==> config.mk <==
export PLATFORM = sky130hd
export DESIGN_NAME = fp_noncomp_slice
export DESIGN_NICKNAME = d
export VERILOG_FILES = /design/src/rtl/fpslice_pkg.sv /design/src/rtl/slice_pipe.sv /design/src/rtl/noncomp_lane.sv /design/src/rtl/result_packer.sv /design/src/rtl/fp_noncomp_slice.sv
export SDC_FILE = /design/constraint.sdc
export NUM_CORES = 1
export LEC_CHECK = 0
export ABC_AREA = 1
export BUFFER_PORTS_ARGS = -buffer_cell sky130_fd_sc_hd__buf_2
export CAP_MARGIN = 5
export CORE_MARGIN = 10
export CORE_UTILIZATION = 40
export CTS_CLUSTER_DIAMETER = 60
export DETAILED_ROUTE_END_ITERATION = 6
export GPL_ROUTABILITY_DRIVEN = 0
export PLACE_DENSITY = 0.6
export SYNTH_ARGS = -nofsm -noshare
export SYNTH_HDL_FRONTEND = slang
export SYNTH_SLANG_ARGS = --single-unit
export TNS_END_PERCENT = 1
==> constraint.sdc <==
create_clock -name clk_i -period 4 [get_ports clk_i]
set_input_delay 0.4 -clock clk_i [delete_from_list [all_inputs] [get_ports clk_i]]
set_output_delay 0.4 -clock clk_i [all_outputs]
set_load 0.01 [all_outputs]
==> src/rtl/fpslice_pkg.sv <==
// ----------------------------------------------------------------------
// FP non-computational slice package
// Formats, operations, status flags and the payloads that travel the pipes
// ----------------------------------------------------------------------
package fpslice_pkg;

  // ----------------------------------------------------------------------
  // Widths and depths
  // ----------------------------------------------------------------------
  localparam int unsigned WIDTH       = 32;  // Operand and result word
  localparam int unsigned FP32_W      = 32;
  localparam int unsigned FP16_W      = 16;
  localparam int unsigned FP32_MAN    = 23;  // Mantissa bits, hidden bit excluded
  localparam int unsigned FP16_MAN    = 10;
  localparam int unsigned NUM_LANES   = 2;
  localparam int unsigned PIPE_STAGES = 2;

  // Canonical quiet NaNs
  localparam logic [FP32_W-1:0] QNAN32 = 32'h7FC0_0000;
  localparam logic [FP16_W-1:0] QNAN16 = 16'h7E00;

  // ----------------------------------------------------------------------
  // Encodings
  // ----------------------------------------------------------------------
  typedef enum logic {
    FMT_FP32 = 1'b0,
    FMT_FP16 = 1'b1
  } fp_fmt_e;

  typedef enum logic [2:0] {
    OP_SGNJ  = 3'd0,
    OP_SGNJN = 3'd1,
    OP_SGNJX = 3'd2,
    OP_MIN   = 3'd3,
    OP_MAX   = 3'd4
  } op_e;

  typedef logic [7:0] tag_t;

  // IEEE 754 exception flags
  typedef struct packed {
    logic nv;  // Invalid operation
    logic dz;  // Divide by zero
    logic of;  // Overflow
    logic uf;  // Underflow
    logic nx;  // Inexact
  } status_t;

  // What one lane hands to the output packer
  typedef struct packed {
    logic [WIDTH-1:0] result;
    status_t          status;
    logic             active;  // Lane counts towards the result
  } lane_pay_t;

  // Side information carried next to the lanes
  typedef struct packed {
    tag_t    tag;
    fp_fmt_e fmt;
    logic    vectorial;  // Only ever set for FP16
  } meta_t;

endpackage

==> src/rtl/slice_pipe.sv <==
// ----------------------------------------------------------------------
// Valid/ready pipeline of fixed depth with synchronous flush
// ----------------------------------------------------------------------
`timescale 1ns/1ns

module slice_pipe #(
  parameter type PayloadType = logic
) (
  input  logic       clk_i,
  input  logic       rst_n_i,
  input  logic       flush_i,
  input  logic       in_valid_i,
  output logic       in_ready_o,
  input  PayloadType in_data_i,
  output logic       out_valid_o,
  input  logic       out_ready_i,
  output PayloadType out_data_o,
  output logic       busy_o
);

  localparam int unsigned NS = fpslice_pkg::PIPE_STAGES;

  logic       valid_q [NS];
  PayloadType data_q  [NS];
  logic       ready_s [NS+1];  // Stage i may load when ready_s[i] is high

  assign ready_s[NS] = out_ready_i;  // Driven from downstream

  for (genvar i = 0; i < NS; i++) begin : gen_stage
    logic       src_valid;
    PayloadType src_data;

    if (i == 0) begin : gen_first
      assign src_valid = in_valid_i;
      assign src_data  = in_data_i;
    end else begin : gen_next
      assign src_valid = valid_q[i-1];
      assign src_data  = data_q[i-1];
    end

    // Advance if the next stage takes our item or this stage holds a bubble
    assign ready_s[i] = ready_s[i+1] | ~valid_q[i];

    always_ff @(posedge clk_i) begin
      if (!rst_n_i || flush_i) begin
        valid_q[i] <= 1'b0;
      end else if (ready_s[i]) begin
        valid_q[i] <= src_valid;
      end
    end

    always_ff @(posedge clk_i) begin
      if (ready_s[i] && src_valid) begin
        data_q[i] <= src_data;
      end
    end
  end

  assign in_ready_o  = ready_s[0];
  assign out_valid_o = valid_q[NS-1];
  assign out_data_o  = data_q[NS-1];

  always_comb begin : busy_level
    busy_o = 1'b0;
    for (int i = 0; i < NS; i++) begin
      busy_o |= valid_q[i];
    end
  end

  // A stalled output item must not change under the consumer
  a_stall_stable : assert property (@(posedge clk_i) disable iff (!rst_n_i)
    out_valid_o && !out_ready_i |=> $stable(out_data_o));

endmodule

==> src/rtl/noncomp_lane.sv <==
// ----------------------------------------------------------------------
// Non-computational lane: sign injection and min/max, then its pipeline
// ----------------------------------------------------------------------
`timescale 1ns/1ns

module noncomp_lane #(
  parameter int unsigned LANE_WIDTH = 32
) (
  input  logic                   clk_i,
  input  logic                   rst_n_i,
  input  logic                   flush_i,
  input  logic                   in_valid_i,
  output logic                   in_ready_o,
  input  logic [LANE_WIDTH-1:0]  a_i,
  input  logic [LANE_WIDTH-1:0]  b_i,
  input  fpslice_pkg::op_e       op_i,
  input  fpslice_pkg::fp_fmt_e   fmt_i,
  input  logic                   active_i,
  output logic                   out_valid_o,
  input  logic                   out_ready_i,
  output fpslice_pkg::lane_pay_t pay_o,
  output logic                   busy_o
);

  logic [fpslice_pkg::FP32_W-1:0] a_w, b_w;        // Operands widened to FP32 size
  logic [fpslice_pkg::FP32_W-2:0] mag_a, mag_b;
  logic [fpslice_pkg::FP32_W-1:0] sgnj_res, minmax_res;
  logic                           is_half;
  logic                           sign_a, sign_b, nan_a, nan_b, snan_a, snan_b;
  logic                           inj_sign, a_lt_b, pick_a, is_minmax;
  fpslice_pkg::lane_pay_t         lane_res;

  // A 16-bit lane only ever sees FP16
  assign is_half   = (LANE_WIDTH == fpslice_pkg::FP16_W) || (fmt_i == fpslice_pkg::FMT_FP16);
  assign is_minmax = (op_i == fpslice_pkg::OP_MIN) || (op_i == fpslice_pkg::OP_MAX);

  always_comb begin : widen
    a_w = '0;
    b_w = '0;
    a_w[LANE_WIDTH-1:0] = a_i;
    b_w[LANE_WIDTH-1:0] = b_i;
  end

  // ----------------------------------------------------------------------
  // Operand classification
  // ----------------------------------------------------------------------
  always_comb begin : classify
    if (is_half) begin
      sign_a = a_w[fpslice_pkg::FP16_W-1];
      sign_b = b_w[fpslice_pkg::FP16_W-1];
      mag_a  = {16'b0, a_w[fpslice_pkg::FP16_W-2:0]};
      mag_b  = {16'b0, b_w[fpslice_pkg::FP16_W-2:0]};
      nan_a  = (&a_w[fpslice_pkg::FP16_W-2:fpslice_pkg::FP16_MAN]) &&
               (|a_w[fpslice_pkg::FP16_MAN-1:0]);
      nan_b  = (&b_w[fpslice_pkg::FP16_W-2:fpslice_pkg::FP16_MAN]) &&
               (|b_w[fpslice_pkg::FP16_MAN-1:0]);
      snan_a = nan_a && !a_w[fpslice_pkg::FP16_MAN-1];  // Quiet bit clear
      snan_b = nan_b && !b_w[fpslice_pkg::FP16_MAN-1];
    end else begin
      sign_a = a_w[fpslice_pkg::FP32_W-1];
      sign_b = b_w[fpslice_pkg::FP32_W-1];
      mag_a  = a_w[fpslice_pkg::FP32_W-2:0];
      mag_b  = b_w[fpslice_pkg::FP32_W-2:0];
      nan_a  = (&a_w[fpslice_pkg::FP32_W-2:fpslice_pkg::FP32_MAN]) &&
               (|a_w[fpslice_pkg::FP32_MAN-1:0]);
      nan_b  = (&b_w[fpslice_pkg::FP32_W-2:fpslice_pkg::FP32_MAN]) &&
               (|b_w[fpslice_pkg::FP32_MAN-1:0]);
      snan_a = nan_a && !a_w[fpslice_pkg::FP32_MAN-1];
      snan_b = nan_b && !b_w[fpslice_pkg::FP32_MAN-1];
    end
  end

  always_comb begin : sign_inject
    case (op_i)
      fpslice_pkg::OP_SGNJN: inj_sign = ~sign_b;
      fpslice_pkg::OP_SGNJX: inj_sign = sign_a ^ sign_b;
      default:               inj_sign = sign_b;
    endcase
    sgnj_res = a_w;  // Magnitude of a
    if (is_half) begin
      sgnj_res[fpslice_pkg::FP16_W-1] = inj_sign;
    end else begin
      sgnj_res[fpslice_pkg::FP32_W-1] = inj_sign;
    end
  end

  // Sign-magnitude order, so -0 sorts below +0
  always_comb begin : min_max
    if (sign_a != sign_b) begin
      a_lt_b = sign_a;
    end else if (sign_a) begin
      a_lt_b = mag_a > mag_b;
    end else begin
      a_lt_b = mag_a < mag_b;
    end
    pick_a = (op_i == fpslice_pkg::OP_MIN) ? a_lt_b : ~a_lt_b;

    if (nan_a && nan_b) begin
      minmax_res = is_half ? {16'b0, fpslice_pkg::QNAN16} : fpslice_pkg::QNAN32;
    end else if (nan_a) begin
      minmax_res = b_w;  // NaN loses against a number
    end else if (nan_b) begin
      minmax_res = a_w;
    end else begin
      minmax_res = pick_a ? a_w : b_w;
    end
  end

  always_comb begin : lane_result
    lane_res           = '0;
    lane_res.result    = is_minmax ? minmax_res : sgnj_res;
    lane_res.status.nv = is_minmax && (snan_a || snan_b);  // Only signalling NaNs raise
    lane_res.active    = active_i;
  end

  slice_pipe #(
    .PayloadType ( fpslice_pkg::lane_pay_t )
  ) u_pipe (
    .clk_i       ( clk_i       ),
    .rst_n_i     ( rst_n_i     ),
    .flush_i     ( flush_i     ),
    .in_valid_i  ( in_valid_i  ),
    .in_ready_o  ( in_ready_o  ),
    .in_data_i   ( lane_res    ),
    .out_valid_o ( out_valid_o ),
    .out_ready_i ( out_ready_i ),
    .out_data_o  ( pay_o       ),
    .busy_o      ( busy_o      )
  );

  a_op_known : assert property (@(posedge clk_i) disable iff (!rst_n_i)
    in_valid_i |-> op_i inside {fpslice_pkg::OP_SGNJ, fpslice_pkg::OP_SGNJN,
                                fpslice_pkg::OP_SGNJX, fpslice_pkg::OP_MIN,
                                fpslice_pkg::OP_MAX});

endmodule

==> src/rtl/result_packer.sv <==
// ----------------------------------------------------------------------
// Result packer: joins lane results by format and merges lane status
// ----------------------------------------------------------------------
`timescale 1ns/1ns

module result_packer (
  input  fpslice_pkg::lane_pay_t       lane0_i,
  input  fpslice_pkg::lane_pay_t       lane1_i,
  input  fpslice_pkg::meta_t           meta_i,
  output logic [fpslice_pkg::WIDTH-1:0] result_o,
  output fpslice_pkg::status_t         status_o
);

  localparam int unsigned HW = fpslice_pkg::FP16_W;
  localparam int unsigned SW = $bits(fpslice_pkg::status_t);

  logic [SW-1:0] lane0_stat, lane1_stat;

  // ----------------------------------------------------------------------
  // Result word
  // ----------------------------------------------------------------------
  always_comb begin : pack
    if (meta_i.fmt == fpslice_pkg::FMT_FP32) begin
      result_o = lane0_i.result;
    end else if (meta_i.vectorial) begin
      // Lane 1 holds the upper element
      result_o = {lane1_i.result[HW-1:0], lane0_i.result[HW-1:0]};
    end else begin
      result_o = {{HW{1'b1}}, lane0_i.result[HW-1:0]};  // NaN-boxed scalar
    end
  end

  // ----------------------------------------------------------------------
  // Status
  // ----------------------------------------------------------------------
  // Idle lanes still compute, their flags are dropped here
  assign lane0_stat = lane0_i.status & {SW{lane0_i.active}};
  assign lane1_stat = lane1_i.status & {SW{lane1_i.active}};

  assign status_o = fpslice_pkg::status_t'(lane0_stat | lane1_stat);

endmodule

==> src/rtl/fp_noncomp_slice.sv <==
// ----------------------------------------------------------------------
// Two-lane FP non-computational slice for FP32 and scalar/vector FP16
// ----------------------------------------------------------------------
`timescale 1ns/1ns

module fp_noncomp_slice (
  input  logic                          clk_i,
  input  logic                          rst_n_i,
  input  logic [fpslice_pkg::WIDTH-1:0] operand_a_i,
  input  logic [fpslice_pkg::WIDTH-1:0] operand_b_i,
  input  fpslice_pkg::op_e              op_i,
  input  fpslice_pkg::fp_fmt_e          fmt_i,
  input  logic                          vectorial_i,
  input  fpslice_pkg::tag_t             tag_i,
  input  logic                          in_valid_i,
  output logic                          in_ready_o,
  input  logic                          flush_i,
  output logic [fpslice_pkg::WIDTH-1:0] result_o,
  output fpslice_pkg::status_t          status_o,
  output fpslice_pkg::tag_t             tag_o,
  output logic                          out_valid_o,
  input  logic                          out_ready_i,
  output logic                          busy_o
);

  localparam int unsigned W  = fpslice_pkg::WIDTH;
  localparam int unsigned HW = fpslice_pkg::FP16_W;
  localparam int unsigned NL = fpslice_pkg::NUM_LANES;

  logic [NL-1:0]          lane_ready, lane_valid, lane_busy;
  fpslice_pkg::lane_pay_t lane0_pay, lane1_pay;
  logic [W-1:0]           lane0_a, lane0_b;
  logic                   vec_op;
  fpslice_pkg::meta_t     meta_in, meta_out;
  logic                   meta_ready, meta_valid, meta_busy;

  // ----------------------------------------------------------------------
  // Input side
  // ----------------------------------------------------------------------
  assign vec_op = vectorial_i && (fmt_i == fpslice_pkg::FMT_FP16);  // FP32 is never a vector

  // Lane 0 sees the whole word for FP32, the low element for FP16
  assign lane0_a = (fmt_i == fpslice_pkg::FMT_FP32) ? operand_a_i
                                                    : {{(W-HW){1'b0}}, operand_a_i[HW-1:0]};
  assign lane0_b = (fmt_i == fpslice_pkg::FMT_FP32) ? operand_b_i
                                                    : {{(W-HW){1'b0}}, operand_b_i[HW-1:0]};

  assign meta_in = '{tag: tag_i, fmt: fmt_i, vectorial: vec_op};

  assign in_ready_o = lane_ready[0];  // All pipes move together

  noncomp_lane #(
    .LANE_WIDTH ( W )
  ) lane0 (
    .clk_i       ( clk_i         ),
    .rst_n_i     ( rst_n_i       ),
    .flush_i     ( flush_i       ),
    .in_valid_i  ( in_valid_i    ),
    .in_ready_o  ( lane_ready[0] ),
    .a_i         ( lane0_a       ),
    .b_i         ( lane0_b       ),
    .op_i        ( op_i          ),
    .fmt_i       ( fmt_i         ),
    .active_i    ( 1'b1          ),
    .out_valid_o ( lane_valid[0] ),
    .out_ready_i ( out_ready_i   ),
    .pay_o       ( lane0_pay     ),
    .busy_o      ( lane_busy[0]  )
  );

  // Upper lane runs on every item, only vectors mark it active
  noncomp_lane #(
    .LANE_WIDTH ( HW )
  ) lane1 (
    .clk_i       ( clk_i               ),
    .rst_n_i     ( rst_n_i             ),
    .flush_i     ( flush_i             ),
    .in_valid_i  ( in_valid_i          ),
    .in_ready_o  ( lane_ready[1]       ),
    .a_i         ( operand_a_i[W-1:HW] ),
    .b_i         ( operand_b_i[W-1:HW] ),
    .op_i        ( op_i                ),
    .fmt_i       ( fmt_i               ),
    .active_i    ( vec_op              ),
    .out_valid_o ( lane_valid[1]       ),
    .out_ready_i ( out_ready_i         ),
    .pay_o       ( lane1_pay           ),
    .busy_o      ( lane_busy[1]        )
  );

  slice_pipe #(
    .PayloadType ( fpslice_pkg::meta_t )
  ) u_meta_pipe (
    .clk_i       ( clk_i       ),
    .rst_n_i     ( rst_n_i     ),
    .flush_i     ( flush_i     ),
    .in_valid_i  ( in_valid_i  ),
    .in_ready_o  ( meta_ready  ),
    .in_data_i   ( meta_in     ),
    .out_valid_o ( meta_valid  ),
    .out_ready_i ( out_ready_i ),
    .out_data_o  ( meta_out    ),
    .busy_o      ( meta_busy   )
  );

  // ----------------------------------------------------------------------
  // Output side
  // ----------------------------------------------------------------------
  result_packer u_packer (
    .lane0_i  ( lane0_pay ),
    .lane1_i  ( lane1_pay ),
    .meta_i   ( meta_out  ),
    .result_o ( result_o  ),
    .status_o ( status_o  )
  );

  assign tag_o       = meta_out.tag;
  assign out_valid_o = lane_valid[0];
  assign busy_o      = (|lane_busy) | meta_busy;

  // Lockstep between both lanes and the meta pipe
  a_ready_lockstep : assert property (@(posedge clk_i) disable iff (!rst_n_i)
    (lane_ready[0] == lane_ready[1]) && (lane_ready[0] == meta_ready));
  a_valid_lockstep : assert property (@(posedge clk_i) disable iff (!rst_n_i)
    (lane_valid[0] == lane_valid[1]) && (lane_valid[0] == meta_valid));

endmodule

[After elaboration in Yosys (flattened, before gate mapping)]
Memory sizes are Yosys's and may differ from the RTL's.
Index checks and enable logic that the tools add are counted.
Storage, ports and cells
  register bits: 0
  RAM bits: 178
  input bits: 82
  output and inout bits: 48
  word-level logic and storage cells: 165
  memories kept: 6
Operators by class
  $lt $le $gt $ge: 4
  equality and inequality tests: 6
  multiplexer cells: 71
  bitwise operators: 31
  reductions and logical operators: 47
Memory list
  lane0.u_pipe.data_q: depth 2, width 38, rd ports 2, clocked after memory_dff 0, wr ports 2, line slice_pipe.sv:24  | PayloadType data_q [NS];
  lane1.u_pipe.data_q: depth 2, width 38, rd ports 2, clocked after memory_dff 0, wr ports 2, line slice_pipe.sv:24
  u_meta_pipe.data_q: depth 2, width 10, rd ports 2, clocked after memory_dff 0, wr ports 2, line slice_pipe.sv:24
  lane0.u_pipe.valid_q: depth 2, width 1, rd ports 2, clocked after memory_dff 0, wr ports 2, line slice_pipe.sv:23  | logic valid_q [NS];
  lane1.u_pipe.valid_q: depth 2, width 1, rd ports 2, clocked after memory_dff 0, wr ports 2, line slice_pipe.sv:23
  u_meta_pipe.valid_q: depth 2, width 1, rd ports 2, clocked after memory_dff 0, wr ports 2, line slice_pipe.sv:23
Operators by type and width (number)
  $mux 32: 10
  $mux 31: 3
  $mux 16: 4
  $mux 1: 52
  $reduce_or 23->1: 2
  $reduce_or 10->1: 4
  $gt 31x31->1: 1
  $lt 31x31->1: 1
  $logic_and 1x1->1: 23
  $reduce_and 5->1: 4
  $or 1x1->1: 16
  $reduce_and 8->1: 2
  $gt 15x15->1: 1
  $lt 15x15->1: 1
  $and 5x5->5: 2
  $not 1->1: 10
  $logic_not 1->1: 7
  $eq 3x2->1 const B: 2
  $or 5x5->5: 1
  $logic_or 1x1->1: 4
  $pmux 1 s2: 2
  $eq 3x1->1 const B: 1
  $eq 3x3->1 const B: 1
  $ne 1x1->1: 2
  other kinds (2): 3

[Longest topological paths before layout]
Gate-level depths: netlist of the first run.
  word-level depth: 12
  depth in mapped cells: 25
  depth with buffers taken out: 22

[By module]
From an unflattened synthesis of the first run, not the netlist that was laid out.
Unflattened totals
  cell total of the unflattened synthesis: 1167
  area, all modules: 10562.6 um2
By module, submodules not included
  slice_pipe (lane0.u_pipe ...): instances 2, cells each 132, area each 2708.8 um2, sequential area each 2342.2 um2
  noncomp_lane (lane0): instances 1, cells each 463, area each 2354.8 um2, sequential area each 0.0 um2
  noncomp_lane (lane1): instances 1, cells each 201, area each 1119.8 um2, sequential area each 0.0 um2
  slice_pipe (u_meta_pipe): instances 1, cells each 48, area each 819.5 um2, sequential area each 660.6 um2
  result_packer: instances 1, cells each 117, area each 538.0 um2, sequential area each 0.0 um2
  fp_noncomp_slice: instances 1, cells each 74, area each 312.8 um2, sequential area each 0.0 um2

[Least setup slack after synthesis of the first run]
Ideal clock, no wire load.
  path type: in2reg
  start point: input fmt_i
  end point: memory lane0.u_pipe.data_q[0][15] (netlist bit), data pin
  library setup time: 0.265 ns
  data arrival time: 2.639 ns
  data required time: 3.735 ns
  path slack: 1.096 ns
  stages on the path: 23
  cells stage by stage: buf_6 inv_2 buf_6 clkbuf_1 nand2_1 ha_1 nand2_1 nor2_1 and2_1 nand2_1 nor2_1 nand2_1 nand2_1 nand2_1 nand2_2 nand2_1 nand2_2 nand3_4 nand2_4 buf_6 nand2_1 nand3_1 nand3_1
RTL lines
  from (decl): line fp_noncomp_slice.sv:12  | input fpslice_pkg::fp_fmt_e fmt_i,
  to (decl): line slice_pipe.sv:24

==> summary.md, run 1 <==
| Metric | Value |
|---|---|
| Drt pass-1 iters | `5` |
| Top cells by area, synth | `edfxtp_1 (51%), nand2_1 (11%), ha_1 (7.6%), inv_1 (5.4%), nor2_1 (4.1%)` |
| Num CTS Buffers | `17` |
| Switching share of power | `0.268` |
| Seq pwr share | `0.428` |
| Final hold vios | `0` |
| Async SR Flop Fraction | `0` |
| Post-synthesis sequential element count | `128` |
| CP Launch Type | `input port` |
| Setup Crit Path Kind | `in -> reg` |
| Comb pwr share | `0.143` |
| Worst r2r dst | `lane0.u_pipe.data_q[0][19]` |
| Worst vdd ir | `275 uV` |
| Reg-to-reg critical path startpoint | `lane0.u_pipe.valid_q[1]` |
| Largest net degree at the start of global routing | `52` |
| TritonCTS clock tree | `yes` |
| R2r setup slk | `2.34 ns` |
| Max Root-Sink Buffers | `2` |
| Worst-margin pin slew | `0.822 ns` |
| Hold-fix buffers, CTS | `0` |
| Worst-path clk slew | `0.06 ns` |
| Initial DRC count | `607` |
| H-tree levels | `4` |
| Max-slew violation count | `0` |
| Worst Hold Path Cells | `1` |
| Rows | `50` |
| Effective utilization at floorplan | `0.406` |
| DRC Markers | `0` |
| Int Power | `2.74 mW` |
| Max-Cap Viols | `0` |
| Commonest cells in the netlist | `nand2_1 (221), edfxtp_1 (128), inv_1 (109)` |
| First-pass GRT wire length | `31,600 um` |
| Worst-Skew Late Latency | `0.42 ns` |
| Normalized max-slew margin | `0.450` |
| WL/cell | `17.1 um` |
| YS warnings | `0` |
| Initial antenna violation count | `1` |
| Design Area, Final | `8770 um^2` |
| Vias | `6,080` |
| Post-synth top area cell | `edfxtp_1` |
| Layout cells sized above 1 | `0.192` |
| DRT Wirelength | `20,300 um` |
| Critical Path Sink Type | `flop` |
| CP Data Required Time | `4.15 ns` |
| Root Driver | `clkbuf_16` |
| Die span in y | `157 um` |
| # clock sinks | `128` |
| WP data arrival | `3.20 ns` |
| Status | `finished, final reports clean` |
| Worst hold endpoint | `u_meta_pipe.data_q[0][4]` |
| Synth top area share | `0.508` |
| Clock power frac | `0.429` |
| Adder-cell area share of the yosys netlist | `0.0761` |
| RSZ-0062 raised after global routing | `no` |
| Gr ovfl total | `0` |
| Vias in the first global route | `6,069` |
| Pwr/cell area | `427 nW/um^2` |
| Avg Vias per Cell | `5.10` |
| Die X | `157 um` |
| Power, Total | `3.75 mW` |
| Number of flops mapped to enable cells by yosys | `128` |
| Distinct cell type count after synthesis | `36` |
| Layout Nets | `1,075` |
| Reg2reg path depth | `5` |
| DP Worst Slack | `0.539 ns` |
| Count leader, synth | `nand2_1` |
| Area Overhead vs Synth | `16.0%` |
| Netlist Area Pre-Place | `7560 um^2` |
| Switching power | `1.00 mW` |
| Setup TNS | `0 ns` |
| Post-synthesis cell count | `846` |
| Post-Synth XOR/XNOR Area | `0.00116` |
| Final WS setup | `0.952 ns` |
| Fill count | `1,799` |
| Compound-Gate Fraction of Synth Area | `0.0765` |
| Die ar. | `24,800 um^2` |
| Final Skew | `0.00650 ns` |
| Leakage | `4.03 nW` |
| Total GRT Usage | `0.164` |
| Tmin final | `3.05 ns` |
| Post-DP Area | `8170 um^2` |
| Core footprint | `18,600 um^2` |
| Remaining antenna violation count after routing | `0` |
| F_max | `0.328 GHz` |
| Hold Path Class | `in -> reg` |
| Hpwl dp | `15,500 um` |
| Tcrit/Tclk final | `0.762` |
| Setup Fix Bufs, Post-CTS | `0` |
| CP Max Fanout | `51` |
| Final setup vio count | `0` |
| Post-synthesis mux area share | `0` |
| Ant diodes | `0` |
| Largest family of logic cells by synthesized area | `simple AND/OR/NAND/NOR gates` |
| PortBufs | `125` |
| Primary FF master, synth | `edfxtp_1` |
| # IOs | `130` |
| Min Hold Slack | `0.152 ns` |
| Register area share after synthesis | `0.508` |
| Syn Area/Cell | `8.94 um^2` |
| Hold path startpoint | `tag_i[2]` |
| Simple-Gate Fraction of Synth Area | `0.231` |
| Post_cts resized | `0` |
[stage by stage]
step                       util  cells
after floorplan               -    849
after global placement    0.438   1162
after detailed placement  0.438   1162
after CTS                 0.470   1193
after global routing      0.470   1193
final                     0.470   1193
[metal layers]
| metal | wire length, um | vias to the layer above | global-route usage |
|---|---|---|---|
| met2 | 9620 | 208 | 0.268 |
| met3 | 1600 | 25 | 0.0434 |
| met4 | 369 | 0 | 0.0583 |
| met1 | 8760 | 2838 | 0.205 |
| li1 | - | 3009 | - |
| met5 | 0 | - | 0 |
[state kept, by name, indices dropped and copies added, names as in the netlist]
register	count
lane0.u_pipe.data_q	66
lane1.u_pipe.data_q	36
u_meta_pipe.data_q	20
lane0.u_pipe.valid_q	2
lane1.u_pipe.valid_q	2
u_meta_pipe.valid_q	2
[cell usage in the layout, fill, tap and decap left out, drive strengths merged]
master    Yosys  final
and2          1      1
o21ai        30     30
nand3        53     53
a21boi        1      1
clkbuf        8     17
o22a         16     16
a21o          2      2
conb          1      4
nor4         11     11
edfxtp      128    128
clkinv        0      3
xnor2         1      1
bufinv        0      3
nor3         12     12
inv         114    120
o211ai        1      1
buf          45    132
o31ai         1      1
clkinvlp      0      2
a21oi        39     39
nand3b        3      3
ha           46     46
o41ai         1      1
nand2       228    228
nand4        12     12
a31oi         1      1
nor2         85     85
o22ai         4      4
o21bai        2      2
[cell type report]
cell class | count | area [um^2] | area share
sequential | 128 | 3840 | 0.438
multi-input combinational | 554 | 2920 | 0.333
clock inverter | 14 | 179 | 0.0204
inverter | 114 | 428 | 0.0488
tap | 234 | 293 | 0.0334
clock buffer | 17 | 425 | 0.0485
timing repair buffer | 132 | 678 | 0.0773
[power groups by stage]
stage	Sequential, mW	Clock [mW]	Combinational, mW
floorplan	1.62	0	0.383
global placement	1.63	0	0.531
detailed placement	1.63	0	0.536
CTS	1.60	1.63	0.539
global route	1.61	1.69	0.609
finish	1.60	1.61	0.537
[critical path, cell delays in order]
cell	delay [ns]
buf_2	0.14
inv_2	0.32
nand2_1	0.13
ha_1	0.34
nand2_1	0.07
nor2_1	0.13
and2_1	0.17
nand2_1	0.06
nor2_1	0.08
nand2_1	0.06
nand2_1	0.07
nand2_1	0.06
nand2_2	0.07
nand2_1	0.06
nand2_2	0.07
nand3_4	0.18
nand2_4	0.47
nand2_1	0.09
nand3_1	0.09
nand3_1	0.11
[logic make-up (layout without fill, tap and decap cells)]
family                     Yosys count  after routing
DFF                                128            128
other                                1              4
AOI/OAI and AO/OA                   98             98
adders and majority gates           46             46
and+or+nand+nor                    405            405
buffers and inverters              167            277
xor gates and xnor gates             1              1
[worst max-delay path by stage]
stage	start	endpoint	slack, ns
2_1_floorplan	fmt_i	lane0.u_pipe.data_q[0][15]	1.10
3_3_place_gp	fmt_i	lane0.u_pipe.data_q[0][15]	0.59
3_5_place_dp	fmt_i	lane0.u_pipe.data_q[0][35]	0.54
4_1_cts	fmt_i	lane0.u_pipe.data_q[0][35]	0.98
5_1_grt	fmt_i	lane0.u_pipe.data_q[0][35]	0.59
6_report	fmt_i	lane0.u_pipe.data_q[0][35]	0.95
Power figures use the tool's default switching activity.
==> run 2: changes to the inputs <==
- PLACE_DENSITY: 0.6 -> 0.62
- clock period: 4 -> 2.5 ns (I/O delays scaled with it)
==> summary.md, run 2 (synthesis gave the netlist of run 1 again) <==
| Metric | Value |
|---|---|
| Top reg by flops | `lane0.u_pipe.data_q` |
| Final setup vio count | `0 (unchanged)` |
| Normalized max-slew margin | `0.488 (+0.0379)` |
| Worst-Skew Late Latency | `0.43 ns (about the same)` |
| Total GRT Usage | `0.173 (+0.00890)` |
| Die X | `157 um (unchanged)` |
| Vias in the first global route | `6,387 (+5.2%)` |
| Final hold vios | `0 (unchanged)` |
| Hpwl dp | `16,500 um (+6.7%)` |
| Most common cell after layout, fill and taps aside | `nand2_1` |
| Tmin final | `2.28 ns` |
| F_max | `0.438 GHz` |
| Worst-path clk slew | `0.06 ns (about the same)` |
| DRT Wirelength | `21,100 um (+3.6%)` |
| Die span in y | `157 um (unchanged)` |
| CP Launch Type | `input port` |
| WL/cell | `16.3 um (-4.5%)` |
| Worst vdd ir | `419 uV (+52%)` |
| Remaining antenna violation count after routing | `0 (unchanged)` |
| Num CTS Buffers | `17 (unchanged)` |
| Area Overhead vs Synth | `28.9%` |
| Critical Path Sink Type | `flop` |
| CP Data Required Time | `2.68 ns (-1.47 ns)` |
| Final WS setup | `0.217 ns (-0.735 ns)` |
| DP Worst Slack | `-0.316 ns (-0.854 ns)` |
| Leakage | `4.56 nW (+13%)` |
| Initial DRC count | `506 (-17%)` |
| Status | `finished, final reports clean` |
| Setup Crit Path Kind | `in -> reg` |
| Layout cells sized above 1 | `0.274 (+0.0817)` |
| Effective utilization at floorplan | `0.406 (unchanged)` |
| TritonCTS clock tree | `yes` |
| Ant diodes | `0 (unchanged)` |
| Core footprint | `18,600 um^2 (unchanged)` |
| Setup TNS | `0 ns (unchanged)` |
| PortBufs | `125 (unchanged)` |
| DRC Markers | `0 (unchanged)` |
| Max Root-Sink Buffers | `2 (unchanged)` |
| Tcrit/Tclk final | `0.913` |
| Hold Path Class | `in -> reg` |
| Max-slew violation count | `0 (unchanged)` |
| CP Max Fanout | `23 (-55%)` |
| Min Hold Slack | `0.0197 ns (-0.132 ns)` |
| Multi-input logic area | `3010 um^2 (+3.0%)` |
| # clock sinks | `128 (unchanged)` |
| Largest registers | `lane0.u_pipe.data_q x66, lane1.u_pipe.data_q x36, u_meta_pipe.data_q x20` |
| Sequential cell area | `3840 um^2 (unchanged)` |
| Final Skew | `0.00886 ns (+0.00236 ns)` |
| Number of flip-flops in the largest register | `66 (unchanged)` |
| Rows | `50 (unchanged)` |
| Initial antenna violation count | `0 (-1)` |
| Max-Cap Viols | `0 (unchanged)` |
| Gr ovfl total | `0 (unchanged)` |
| Largest net degree at the start of global routing | `34 (-35%)` |
| Design Area, Final | `9750 um^2 (+11%)` |
| Most frequent cells in the layout | `nand2_1 (218), edfxtp_1 (128), buf_2 (124), inv_1 (109), buf_4 (92)` |
| Post-DP Area | `9020 um^2 (+10%)` |
| Worst-margin pin slew | `0.767 ns (-0.0547 ns)` |
| Vias | `6,344 (+4.3%)` |
| First-pass GRT wire length | `33,400 um (+5.7%)` |
| Avg Vias per Cell | `4.90 (-3.8%)` |
| Drt pass-1 iters | `5 (unchanged)` |
| # IOs | `130 (unchanged)` |
| Die ar. | `24,800 um^2 (unchanged)` |
| Root Driver | `clkbuf_16` |
| WP data arrival | `2.46 ns (-0.74 ns)` |
| Fill count | `1,717 (-4.6%)` |
| Setup Fix Bufs, Post-CTS | `0 (unchanged)` |
| H-tree levels | `4 (unchanged)` |
| Layout Nets | `1,175 (+9.3%)` |
| Pwr/cell area | `639 nW/um^2 (+50%)` |
| RSZ-0062 raised after global routing | `no` |
run 2: changes by cell type in the layout (fill, tap and decap cells not counted), moves of 2 or more:
cell | before | now
ha_1 | 46 | 43
nor2_1 | 81 | 75
ha_4 | 0 | 3
nor2_2 | 4 | 8
dlygate4sd3_1 | 0 | 7
nand2_1 | 221 | 218
buf_12 | 0 | 7
buf_4 | 7 | 92
inv_6 | 6 | 4
nor2_4 | 0 | 2
inv_2 | 6 | 4
inv_8 | 0 | 6
run 2: path summary, 6_finish.rpt:
path / start / endpoint / slack, ns / depth (start not counted)
worst max register to register: lane0.u_pipe.valid_q[0] / lane0.u_pipe.data_q[0][13] / 0.89 / 6
worst min-delay path: tag_i[7] / u_meta_pipe.data_q[0][9] / 0.02 / 1
worst max-delay path: fmt_i / lane0.u_pipe.data_q[0][19] / 0.22 / 22
worst min register to register: lane1.u_pipe.data_q[0][18] / lane1.u_pipe.data_q[0][56] / 0.41 / 0
run 2: power by group:
part	internal, mW	switching [mW]
logic	0.456	0.633
clock network	1.52	1.05
registers	2.53	0.0352
total	4.50	1.72
run 2: final cells by class:
class,instances,area share
Sequential cell,128,0.394
Multi-Input combinational cell,554,0.309
Timing Repair Buffer,232,0.158
Inverter,114,0.0447
Clock buffer,17,0.0437
Tap cell,234,0.0300
Clock inverter,15,0.0198
run 2: what timing repair did:
action                                  4_1_cts  5_1_grt
hold buffers                                  7        0
endpoints found under the setup margin        0       26
gates resized for setup                       0       11
hold endpoints to repair                      7        0
run 2: metrics by stage:
stage / power, mW / util / instances
finish: 6.23 / 0.523 / 1294
global route: 6.51 / 0.523 / 1294
CTS: 6.25 / 0.521 / 1294
detailed placement: 3.67 / 0.484 / 1255
global placement: 3.65 / 0.484 / 1255
floorplan: 3.22 / - / 849
run 2: routing by layer:
layer / up-vias / part of all wire / track usage
li1: 3225 / - / -
met1: 2893 / 0.45 / 0.224
met2: 202 / 0.47 / 0.278
met3: 24 / 0.068 / 0.0439
met4: 0 / 0.016 / 0.0557
met5: - / 0 / 0
run 2: worst max-delay path, stage by stage:
cell,delay [ns]
clkbuf_4,0.17
buf_4,0.15
buf_4,0.11
nor2_4,0.04
ha_4,0.26
nand2_1,0.07
nor2_2,0.10
and2_1,0.16
nand2_1,0.05
nor2_1,0.08
nand2_1,0.05
nand2_1,0.07
nand2_1,0.06
nand2_2,0.07
nand2_1,0.06
nand2_2,0.07
nand3_4,0.11
nand2_8,0.14
buf_12,0.17
nand2_1,0.06
nand3_1,0.07
nand3_1,0.07
